$ cat config.mk
export PLATFORM = sky130hd
export DESIGN_NAME = uart_controller
export DESIGN_NICKNAME = d
export VERILOG_FILES = /design/src/verilog/uart_pkg.sv /design/src/verilog/uart_controller.sv /design/src/verilog/uart_receiver.sv /design/src/verilog/uart_transmitter.sv /design/src/verilog/uart_fifo.sv
export VERILOG_INCLUDE_DIRS = /design/src /design/src/include
export SDC_FILE = /design/constraint.sdc
export NUM_CORES = 1
export LEC_CHECK = 0
export BUFFER_PORTS_ARGS = -buffer_cell sky130_fd_sc_hd__buf_2
export CELL_PAD_IN_SITES_DETAIL_PLACEMENT = 2
export CELL_PAD_IN_SITES_GLOBAL_PLACEMENT = 2
export CORE_MARGIN = 8
export CORE_UTILIZATION = 33
export CTS_BUF_LIST = sky130_fd_sc_hd__clkbuf_4 sky130_fd_sc_hd__clkbuf_8
export DETAILED_ROUTE_END_ITERATION = 10
export GPL_TIMING_DRIVEN = 0
export PLACE_DENSITY = 0.62
export REMOVE_ABC_BUFFERS = 1
export SLEW_MARGIN = 15
export SYNTH_ARGS = -nofsm -noshare
export SYNTH_HDL_FRONTEND = slang
export SYNTH_SLANG_ARGS = --single-unit
$ cat constraint.sdc
create_clock -name clk -period 3.1 [get_ports clk]
set_clock_uncertainty 0.2 [all_clocks]
set_input_delay 0.31 -clock clk [delete_from_list [all_inputs] [get_ports clk]]
set_output_delay 0.31 -clock clk [all_outputs]
set_load 0.05 [all_outputs]
$ cat src/include/uart_cfg.svh
`ifndef UART_CFG_SVH
`define UART_CFG_SVH

////////////////////////////////////////////////////////////
// Clock and line rate
////////////////////////////////////////////////////////////

`define UART_CLK_FREQ_HZ 10000000
`define UART_BAUD 625000

// Sixteen whole clocks in one bit time.
`define UART_CLKS_PER_BIT (`UART_CLK_FREQ_HZ / `UART_BAUD)

////////////////////////////////////////////////////////////
// Buffering
////////////////////////////////////////////////////////////

`define UART_TX_DEPTH_LOG2 4 // 16 entries.
`define UART_RX_DEPTH_LOG2 4 // 16 entries.

`endif
$ cat src/verilog/uart_pkg.sv
package uart_pkg;

    ////////////////////////////////////////////////////////////
    // Data widths
    ////////////////////////////////////////////////////////////

    typedef logic [7:0]  byte_t;       // Serial payload.
    typedef logic [31:0] word_t;       // Host bus word.
    typedef logic [3:0]  bit_count_t;  // Bit position inside a frame.
    typedef logic [15:0] baud_count_t; // Clocks inside one bit.

    ////////////////////////////////////////////////////////////
    // State machines
    ////////////////////////////////////////////////////////////

    typedef enum logic [1:0] {
        FEED_IDLE,
        FEED_SEND,
        FEED_WAIT
    } tx_feed_state_t;

    typedef enum logic [1:0] {
        TX_IDLE,
        TX_START,
        TX_DATA,
        TX_STOP
    } tx_state_t;

    typedef enum logic [1:0] {
        RX_IDLE,
        RX_START,
        RX_DATA,
        RX_STOP
    } rx_state_t;

endpackage

$ cat src/verilog/uart_controller.sv
`include "uart_cfg.svh"

module uart_controller import uart_pkg::*; (
    input  logic  clk,
    input  logic  rst,
    input  logic  bus_write,
    input  logic  bus_read,
    input  logic  bus_address,
    input  word_t bus_wdata,
    output word_t bus_rdata,
    output logic  irq,
    output logic  txd,
    input  logic  rxd
);

    localparam logic ADDR_STATUS = 1'b0;
    localparam logic ADDR_DATA   = 1'b1;

    logic           tx_fifo_write;
    logic           tx_fifo_read;
    logic           tx_fifo_full;
    logic           tx_fifo_empty;
    byte_t          tx_fifo_dout;
    logic           tx_start;
    logic           tx_busy;
    tx_feed_state_t feed_state;

    logic           rx_fifo_read;
    logic           rx_fifo_empty;
    byte_t          rx_fifo_dout;
    byte_t          rx_data;
    logic           rx_valid;

    ////////////////////////////////////////////////////////////
    // Transmit path
    ////////////////////////////////////////////////////////////

    // Writes to a full FIFO are lost.
    assign tx_fifo_write = bus_write && (bus_address == ADDR_DATA) && !tx_fifo_full;

    uart_fifo #(
        .DEPTH_LOG2(`UART_TX_DEPTH_LOG2)
    ) tx_fifo_inst (
        .clk,
        .rst,
        .din(bus_wdata[7:0]),
        .wr_en(tx_fifo_write),
        .rd_en(tx_fifo_read),
        .dout(tx_fifo_dout),
        .full(tx_fifo_full),
        .empty(tx_fifo_empty)
    );

    // Head byte is latched by the transmitter on the same edge it is popped.
    assign tx_start     = (feed_state == FEED_IDLE) && !tx_fifo_empty;
    assign tx_fifo_read = tx_start;

    always_ff @(posedge clk or posedge rst) begin
        if (rst) begin
            feed_state <= FEED_IDLE;
        end else begin
            case (feed_state)
                FEED_IDLE: begin
                    if (!tx_fifo_empty) begin
                        feed_state <= FEED_SEND;
                    end
                end
                FEED_SEND: begin
                    feed_state <= FEED_WAIT; // Busy is up by now.
                end
                FEED_WAIT: begin
                    if (!tx_busy) begin
                        feed_state <= FEED_IDLE;
                    end
                end
                default: begin
                    feed_state <= FEED_IDLE;
                end
            endcase
        end
    end

    uart_transmitter uart_transmitter_inst (
        .clk,
        .rst,
        .tx_start,
        .tx_data(tx_fifo_dout),
        .txd,
        .tx_busy
    );

    ////////////////////////////////////////////////////////////
    // Receive path
    ////////////////////////////////////////////////////////////

    uart_receiver uart_receiver_inst (
        .clk,
        .rst,
        .rxd,
        .rx_data,
        .rx_valid
    );

    // A byte arriving while full is dropped inside the FIFO.
    uart_fifo #(
        .DEPTH_LOG2(`UART_RX_DEPTH_LOG2)
    ) rx_fifo_inst (
        .clk,
        .rst,
        .din(rx_data),
        .wr_en(rx_valid),
        .rd_en(rx_fifo_read),
        .dout(rx_fifo_dout),
        .full(),
        .empty(rx_fifo_empty)
    );

    assign irq = !rx_fifo_empty; // Data waiting.

    ////////////////////////////////////////////////////////////
    // Bus read
    ////////////////////////////////////////////////////////////

    assign rx_fifo_read = bus_read && (bus_address == ADDR_DATA) && !rx_fifo_empty;

    always_ff @(posedge clk or posedge rst) begin
        if (rst) begin
            bus_rdata <= '0;
        end else if (bus_read && bus_address == ADDR_STATUS) begin
            bus_rdata <= {30'b0, !rx_fifo_empty, !tx_fifo_full};
        end else if (rx_fifo_read) begin
            bus_rdata <= word_t'(rx_fifo_dout);
        end
    end

endmodule

$ cat src/verilog/uart_receiver.sv
`include "uart_cfg.svh"

module uart_receiver import uart_pkg::*; (
    input  logic  clk,
    input  logic  rst,
    input  logic  rxd,
    output byte_t rx_data,
    output logic  rx_valid
);

    localparam baud_count_t HALF_LAST = baud_count_t'(`UART_CLKS_PER_BIT / 2 - 1);
    localparam baud_count_t BIT_LAST  = baud_count_t'(`UART_CLKS_PER_BIT - 1);
    localparam bit_count_t  LAST_DATA_BIT = bit_count_t'(7);

    // Ends one clock before the stop bit does, so a
    // back-to-back start bit is caught on time.
    localparam baud_count_t STOP_LAST =
        baud_count_t'(`UART_CLKS_PER_BIT + `UART_CLKS_PER_BIT / 2 - 2);

    rx_state_t   state;
    baud_count_t baud_count;
    bit_count_t  bit_index;
    logic        rxd_meta;
    logic        rxd_sync;
    logic        stop_ok;
    logic        sample_data;

    assign sample_data = (state == RX_DATA) && (baud_count == BIT_LAST);

    ////////////////////////////////////////////////////////////
    // Input synchronizer
    ////////////////////////////////////////////////////////////

    always_ff @(posedge clk or posedge rst) begin
        if (rst) begin
            rxd_meta <= 1'b1; // Line idles high.
            rxd_sync <= 1'b1;
        end else begin
            rxd_meta <= rxd;
            rxd_sync <= rxd_meta;
        end
    end

    // LSB arrives first and ends up at bit 0.
    always_ff @(posedge clk) begin
        if (sample_data) begin
            rx_data <= {rxd_sync, rx_data[7:1]};
        end
    end

    ////////////////////////////////////////////////////////////
    // Frame sequencer
    ////////////////////////////////////////////////////////////

    always_ff @(posedge clk or posedge rst) begin
        if (rst) begin
            state      <= RX_IDLE;
            baud_count <= '0;
            bit_index  <= '0;
            stop_ok    <= 1'b0;
            rx_valid   <= 1'b0;
        end else begin
            rx_valid <= 1'b0;
            case (state)
                RX_IDLE: begin
                    baud_count <= '0;
                    // The line was high, so a low here is the falling edge.
                    if (!rxd_sync) begin
                        state <= RX_START;
                    end
                end
                RX_START: begin
                    if (baud_count == HALF_LAST) begin
                        baud_count <= '0;
                        bit_index  <= '0;
                        state      <= rxd_sync ? RX_IDLE : RX_DATA; // Glitch check.
                    end else begin
                        baud_count <= baud_count + 1'b1;
                    end
                end
                RX_DATA: begin
                    if (baud_count == BIT_LAST) begin
                        baud_count <= '0;
                        if (bit_index == LAST_DATA_BIT) begin
                            state <= RX_STOP;
                        end else begin
                            bit_index <= bit_index + 1'b1;
                        end
                    end else begin
                        baud_count <= baud_count + 1'b1;
                    end
                end
                RX_STOP: begin
                    baud_count <= baud_count + 1'b1;
                    if (baud_count == BIT_LAST) begin
                        stop_ok <= rxd_sync; // Middle of the stop bit.
                    end
                    if (baud_count == STOP_LAST) begin
                        baud_count <= '0;
                        rx_valid   <= stop_ok; // Framing errors are dropped.
                        state      <= RX_IDLE;
                    end
                end
                default: begin
                    state <= RX_IDLE;
                end
            endcase
        end
    end

endmodule

$ cat src/verilog/uart_transmitter.sv
`include "uart_cfg.svh"

module uart_transmitter import uart_pkg::*; (
    input  logic  clk,
    input  logic  rst,
    input  logic  tx_start,
    input  byte_t tx_data,
    output logic  txd,
    output logic  tx_busy
);

    localparam baud_count_t BIT_LAST = baud_count_t'(`UART_CLKS_PER_BIT - 1);
    localparam bit_count_t  LAST_DATA_BIT = bit_count_t'(7);

    tx_state_t   state;
    baud_count_t baud_count;
    bit_count_t  bit_index;
    byte_t       shift_reg;
    logic        bit_done;

    assign bit_done = (baud_count == BIT_LAST);
    assign tx_busy  = (state != TX_IDLE); // High until the stop bit ends.

    // Low bit is always the next one out.
    always_ff @(posedge clk) begin
        if (state == TX_IDLE && tx_start) begin
            shift_reg <= tx_data;
        end else if (state != TX_IDLE && bit_done) begin
            shift_reg <= shift_reg >> 1;
        end
    end

    ////////////////////////////////////////////////////////////
    // Frame sequencer
    ////////////////////////////////////////////////////////////

    always_ff @(posedge clk or posedge rst) begin
        if (rst) begin
            state      <= TX_IDLE;
            baud_count <= '0;
            bit_index  <= '0;
            txd        <= 1'b1;
        end else begin
            case (state)
                TX_IDLE: begin
                    baud_count <= '0;
                    if (tx_start) begin
                        state <= TX_START;
                        txd   <= 1'b0; // Start bit.
                    end
                end
                TX_START: begin
                    if (bit_done) begin
                        baud_count <= '0;
                        bit_index  <= '0;
                        txd        <= shift_reg[0];
                        state      <= TX_DATA;
                    end else begin
                        baud_count <= baud_count + 1'b1;
                    end
                end
                TX_DATA: begin
                    if (bit_done) begin
                        baud_count <= '0;
                        if (bit_index == LAST_DATA_BIT) begin
                            txd   <= 1'b1; // Stop bit.
                            state <= TX_STOP;
                        end else begin
                            bit_index <= bit_index + 1'b1;
                            txd       <= shift_reg[0];
                        end
                    end else begin
                        baud_count <= baud_count + 1'b1;
                    end
                end
                TX_STOP: begin
                    if (bit_done) begin
                        baud_count <= '0;
                        state      <= TX_IDLE;
                    end else begin
                        baud_count <= baud_count + 1'b1;
                    end
                end
                default: begin
                    state <= TX_IDLE;
                end
            endcase
        end
    end

endmodule

$ cat src/verilog/uart_fifo.sv
module uart_fifo import uart_pkg::*; #(
    parameter int DEPTH_LOG2 = 4
) (
    input  logic  clk,
    input  logic  rst,
    input  byte_t din,
    input  logic  wr_en,
    input  logic  rd_en,
    output byte_t dout,
    output logic  full,
    output logic  empty
);

    localparam int DEPTH = 2 ** DEPTH_LOG2;

    // Pointers carry one extra wrap bit.
    typedef logic [DEPTH_LOG2:0]   ptr_t;
    typedef logic [DEPTH_LOG2-1:0] addr_t;

    byte_t mem [DEPTH];
    ptr_t  wr_ptr;
    ptr_t  rd_ptr;
    addr_t wr_addr;
    addr_t rd_addr;
    logic  do_write;
    logic  do_read;

    assign wr_addr = wr_ptr[DEPTH_LOG2-1:0];
    assign rd_addr = rd_ptr[DEPTH_LOG2-1:0];

    // Same slot, different lap means full.
    assign empty = (wr_ptr == rd_ptr);
    assign full  = (wr_addr == rd_addr) && (wr_ptr[DEPTH_LOG2] != rd_ptr[DEPTH_LOG2]);

    assign do_write = wr_en && !full;
    assign do_read  = rd_en && !empty;

    // Show-ahead output.
    assign dout = mem[rd_addr];

    ////////////////////////////////////////////////////////////
    // Storage
    ////////////////////////////////////////////////////////////

    always_ff @(posedge clk) begin
        if (do_write) begin
            mem[wr_addr] <= din;
        end
    end

    ////////////////////////////////////////////////////////////
    // Pointers
    ////////////////////////////////////////////////////////////

    always_ff @(posedge clk or posedge rst) begin
        if (rst) begin
            wr_ptr <= '0;
            rd_ptr <= '0;
        end else begin
            if (do_write) begin
                wr_ptr <= wr_ptr + 1'b1;
            end
            if (do_read) begin
                rd_ptr <= rd_ptr + 1'b1;
            end
        end
    end

endmodule

Word-level counts from Yosys, hierarchy flattened

Memories as Yosys holds them, arrays and structs flattened.
Index checks and enable logic that the tools add are counted.

RAM bits: 256
Register bits after elaboration: 119
Input bits: 38
Output and inout bits: 34
Memories: 2

Add/sub/neg operators: 8
Reductions and logical operators: 36
Bitwise gates (word level): 1
Equality and inequality tests: 34
Muxes and demuxes: 45

Memories:

| name             | words | width | rd ports | clocked after memory_dff | write ports | RTL line        | text |
|---|---|---|---|---|---|---|---|
| rx_fifo_inst.mem | 16    | 8     | 1        | 0                        | 1           | uart_fifo.sv:20 | `byte_t mem [DEPTH];` |
| tx_fifo_inst.mem | 16    | 8     | 1        | 0                        | 1           | uart_fifo.sv:20 |  |

Operators with widths:

| operator              | count |
|---|---|
| $mux 16               | 4 |
| $mux 32               | 2 |
| $pmux 16 s4           | 1 |
| $add 16x1->16 const B | 2 |
| $eq 16x4->1 const B   | 2 |
| $pmux 16 s2           | 1 |
| $mux 2                | 13 |
| $mux 4                | 6 |
| $add 5x1->5 const B   | 4 |
| $eq 16x3->1 const B   | 1 |
| $eq 16x5->1 const B   | 1 |
| $mux 8                | 2 |
| $ne 2x2->1 const B    | 8 |
| $pmux 2 s4            | 2 |
| $pmux 4 s2            | 2 |
| $logic_and 1x1->1     | 15 |
| $ne 2x1->1 const B    | 6 |
| $reduce_and 4->1      | 3 |
| $eq 2x2->1 const B    | 5 |
| $eq 5x5->1            | 2 |
| $mux 1                | 10 |
| $reduce_and 5->1      | 2 |
| $reduce_bool 2->1     | 5 |
| $add 4x1->4 const B   | 2 |
| other kinds (12)      | 23 |

Longest topological paths before layout

Word-level depth: 7
Gate-level depth with buffers: 8
Depth with buffers taken out: 7

Modules after synthesis

From an unflattened synthesis, not the netlist that was laid out.

Cells, all modules: 914
Area, all modules: 15160.8 um2

Modules (own cells, without submodules):

| module                    | area each (um2) | cells each | times used |
|---|---|---|---|
| uart_fifo at rx_fifo_inst | 5654.2          | 278        | 1 |
| uart_fifo at tx_fifo_inst | 5616.6          | 280        | 1 |
| uart_transmitter          | 1646.6          | 149        | 1 |
| uart_receiver             | 1632.8          | 144        | 1 |
| uart_controller           | 610.6           | 63         | 1 |

Least setup slack after synthesis

No wires, ideal clock.

Path type: reg-to-reg
From: register rx_fifo_inst.wr_ptr[3]
To: memory rx_fifo_inst.mem[3][0] (netlist name), enable pin
Library setup time: 0.383 ns
Arrival time: 2.077 ns
Setup slack: 0.439 ns
Buffers on the path: 1
Stages on the path, launching flop included: 7
Cell sequence: dfrtp_1 > clkbuf_1 > xor2_1 > nor4_1 > a21boi_1 > nand2_1 > nor3_1

Longest elaborated chain between the ends: 6

RTL lines:

| element                      | RTL line        | text |
|---|---|---|
| start, declared              | uart_fifo.sv:21 | `ptr_t wr_ptr;` |
| start signal, assigned       | uart_fifo.sv:61 | `wr_ptr <= wr_ptr + 1'b1;` |
| $eq 4x4->1                   | uart_fifo.sv:33 | `assign full = (wr_addr == rd_addr) && (wr_ptr[DEPTH_LOG2] != rd_ptr[DEPTH_LOG2]);` |
| $logic_and 1x1->1            | uart_fifo.sv:33 |  |
| $logic_not 1->1              | uart_fifo.sv:35 | `assign do_write = wr_en && !full;` |
| $logic_and 1x1->1            | uart_fifo.sv:35 |  |
| $mux 1                       | uart_fifo.sv:46 | `if (do_write) begin` |
| $mux 1 (not written as such) | uart_fifo.sv:47 | `mem[wr_addr] <= din;` |
| end, declared                | uart_fifo.sv:20 |  |

Several ways; a longest one is shown, not always the timed one.

Worst setup path in the final report

From: register rx_fifo_inst.rd_ptr[0]
To: register bus_rdata[7]

Longest elaborated chain between the ends: 4
Elaborated cells on any way between the ends: 7
Classes of those cells: 1 x eq/ne; 2 x mux; 3 x reduce/logical; 1 x memory

RTL lines:

| element                                                              | RTL line               | text |
|---|---|---|
| start, declared                                                      | uart_fifo.sv:22        | `ptr_t rd_ptr;` |
| start signal, assigned                                               | uart_fifo.sv:64        | `rd_ptr <= rd_ptr + 1'b1;` |
| parallel branches: the longest is 4 deep, another holds $mem_v2 16x8 | --                     |  |
| end signal, assigned                                                 | uart_controller.sv:130 | `bus_rdata <= {30'b0, !rx_fifo_empty, !tx_fifo_full};` |
| end signal, assigned                                                 | uart_controller.sv:132 | `bus_rdata <= word_t'(rx_fifo_dout);` |
| end, declared                                                        | uart_controller.sv:10  | `output word_t bus_rdata,` |

Parallel ways; which one is timed is not known. The select of a mux whose other input is x is not followed.
A chain may end at the register's enable or synchronous reset.

==> flow_summary.ini <==
[flow_run]
maxCapViolCount = 0

[place]
dp_hpwl_um = 21600
place_area_um2 = 15200
place_inst = 1457
gp_congestion = 0.705
portBuffers = 23

[timing]
worst_pin_slew_ns = 0.894
hold_violations = 0
rsz0062_at_grt = no
slew_headroom = 0.402
fin_crit_sh = 0.945
max_freq_ghz = 0.341
min_period_ns = 2.93
drv_slew = 0
finalSetupViolCount = 0

[floorplan]
die_area_um2 = 50900
die_y_um = 226
num_io_pins = 72
core_um2 = 43200
start_util = 0.336
rows = 76
die_x_um = 226

[layout]
fin_nets = 1006
seqCellArea_um2 = 10200
stdcell_count = 1585
fin_area_um2 = 16600
largestRegisters = rx_fifo_inst.mem x128, tx_fifo_inst.mem x128
nFillCells = 4282
final_util = 0.386
area_growth_syn_to_layout_pct = 14.9
multi_input_area_um2 = 4120
drive_gt1_frac = 0.242

[power]
vdd_drop_max_uv = 404
cellPowerDensity_nw_per_um2 = 824
p_leak_nw = 5.90

[cts]
root_buffer = clkbuf_8
cts_max_level = 2
cts.sinks = 351
cts_tree = built
clockBufferDepth = 3
cts_made_buffers = 60
cts.clk_slew.worst_paths_ns = 0.06
clk_latency_ns = 0.63

[synthesis]
ys_ff_latch = 351
synth-edff-count = 272
avgSynthCellArea_um2 = 16.4
synth_cell_type_count = 56
yosysWarnings = 0
syn_area_um2 = 14500
synth_ff_type = edfxtp_1
yosysSeqAreaShare = 0.700
synthCells = 881
synth-async-reset-ratio = 0.225

[global_route]
grt_pass1_wl_um = 53800
grt_max_degree = 41
grt_usage = 0.138
gr-usage-met2 = 0.225
grt_overflow_total = 0
grt_use_met3 = 0.0311
grt_antenna_before_repair = 1
grt-busiest-layer = met2
use_met1 = 0.182
grt_pass1_vias = 8824

[setup_path]
cpMostUsedCell = o22ai_1
arrival_ns = 3.25
cp_max_fo = 18
critPathCaptureType = register
cpMaxStageDelayCell = dfrtp_4
critPathRequiredTime_ns = 3.42
path_class = register to register
path_cells = buf_12, mux4_2, o22ai_1, nor2_1, mux2i_1, o22ai_1, dlygate4sd3_1
cp-start-kind = register
max_stage_delay_ns = 0.65

[routing]
drtAntennaViolNets = 0
wl_um = 34400
vias = 7758
wire_per_inst_um = 21.7
vias_per_cell = 4.89
dr.first_iter.drc_count = 376
drc = 0
first_pass_iters = 4

[worst_hold_path]
min-delay-path-class = primary input to asynchronous set/reset pin

[run_status]
status = finished, final reports clean
worst paths after layout:
check | to | cells past startpoint | slack, ns | from
worst max-delay path | bus_rdata[7]$_DFFE_PP0P_ | 7 | 0.17 | rx_fifo_inst.rd_ptr[0]$_DFFE_PP0P_
worst min register to register | uart_receiver_inst.rxd_sync$_DFF_PP1_ | 0 | 0.14 | uart_receiver_inst.rxd_meta$_DFF_PP1_
worst max register to register | bus_rdata[7]$_DFFE_PP0P_ | 7 | 0.17 | rx_fifo_inst.rd_ptr[0]$_DFFE_PP0P_
max in group asynchronous | uart_receiver_inst.rxd_sync$_DFF_PP1_ | 4 | 1.94 | rst
worst min-delay path | uart_receiver_inst.baud_count[8]$_DFF_PP0_ | 3 | 0.10 | rst
min in group clk | uart_receiver_inst.rxd_meta$_DFF_PP1_ | 2 | 0.14 | rxd
layout make-up:
cell class	count	share of cell area
antenna	1	0.000150
clock buffer	88	0.0645
clock inverter	24	0.00699
inverter	22	0.00511
multi-input combinational	470	0.248
sequential	351	0.611
tap	585	0.0440
timing repair buffer	44	0.0212
cells by family after synthesis:
| group | share of synthesized area |
|---|---|
| multiplexers | 0.106 |
| buffers and inverters | 0.0293 |
| AO/OA/AOI/OAI | 0.0383 |
| flip-flops | 0.700 |
| other | 0.000259 |
| adder cells (fa/ha/maj) | 0.0164 |
| XOR/XNOR | 0.0332 |
| AND/OR/NAND/NOR | 0.0761 |
synthesized netlist by cell type (4+ instances only):
library cell	n	area share
a21oi_1	5	0.0017
a22o_1	4	0.0024
a32o_1	5	0.0035
and3_1	25	0.011
and4_1	7	0.0042
buf_2	12	0.0041
buf_4	24	0.012
clkbuf_1	23	0.0060
dfrtp_1	76	0.13
edfxtp_1	272	0.56
ha_1	19	0.016
inv_1	22	0.0057
mux2i_1	4	0.0028
mux4_2	65	0.10
nand2_1	52	0.013
nand2b_1	7	0.0030
nand3_1	17	0.0059
nand4_1	11	0.0047
nor2_1	63	0.016
nor2b_1	4	0.0017
nor3_1	8	0.0028
nor4_1	7	0.0030
o21ai_0	12	0.0041
o22ai_1	29	0.013
o31ai_1	7	0.0036
or2_2	4	0.0017
xnor2_1	27	0.016
xor2_1	28	0.017
timing repair:
item,4_1_cts,5_1_grt
pin swaps,0,1
setup buffers,1,0
hold buffers,14,0
endpoints found under the hold margin,222,0
gates resized for setup,25,6
setup endpoints to repair,274,137
power by group:
part | internal (mW) | switching, mW | total (mW)
registers | 5.49 | 0.751 | 6.24
clock network | 2.22 | 1.90 | 4.11
logic | 1.53 | 1.83 | 3.36
total | 9.24 | 4.48 | 13.7
through the flow:
| stage | setup TNS, ns | power, mW | setup WS, ns | hold WS (ns) |
|---|---|---|---|---|
| after global routing | 0 | 14.5 | 0.00629 | 0.0844 |
| after global placement | -503.27 | 9.57 | -2.17 | 0.148 |
| after CTS | -0.124 | 14.0 | -0.0264 | 0.0605 |
| after floorplan | -66.73 | 8.47 | -0.689 | 0.114 |
| after detailed placement | -157.68 | 9.66 | -0.929 | 0.147 |
| final | 0 | 13.7 | 0.170 | 0.100 |
layout by cell type, fill, tap and decap left out, types with 14 or more instances in the layout:
cell	n
xnor2_1	27
nand2_1	51
xor2_1	28
nand3_1	17
and3_1	25
nor2_1	52
ha_1	19
inv_1	21
clkbuf_4	22
buf_2	23
dlygate4sd3_1	14
conb_1	24
dfrtp_1	70
o22ai_1	29
mux4_2	65
clkbuf_8	66
edfxtp_1	272
worst max-delay path: cells and delay by family (launching register included):
kind,cells,cell delay (ns)
AO/OA/AOI/OAI,2,0.37
AND/OR/NAND/NOR,1,0.09
buffers and inverters,2,0.81
multiplexers,2,0.67
flip-flops,1,0.65
layer usage:
metal,vias to the layer above,part of all wire
met2,127,0.48
met4,0,0.026
met3,69,0.036
met1,4066,0.45
li1,3496,-
met5,-,0
Power figures use the tool's default switching activity.
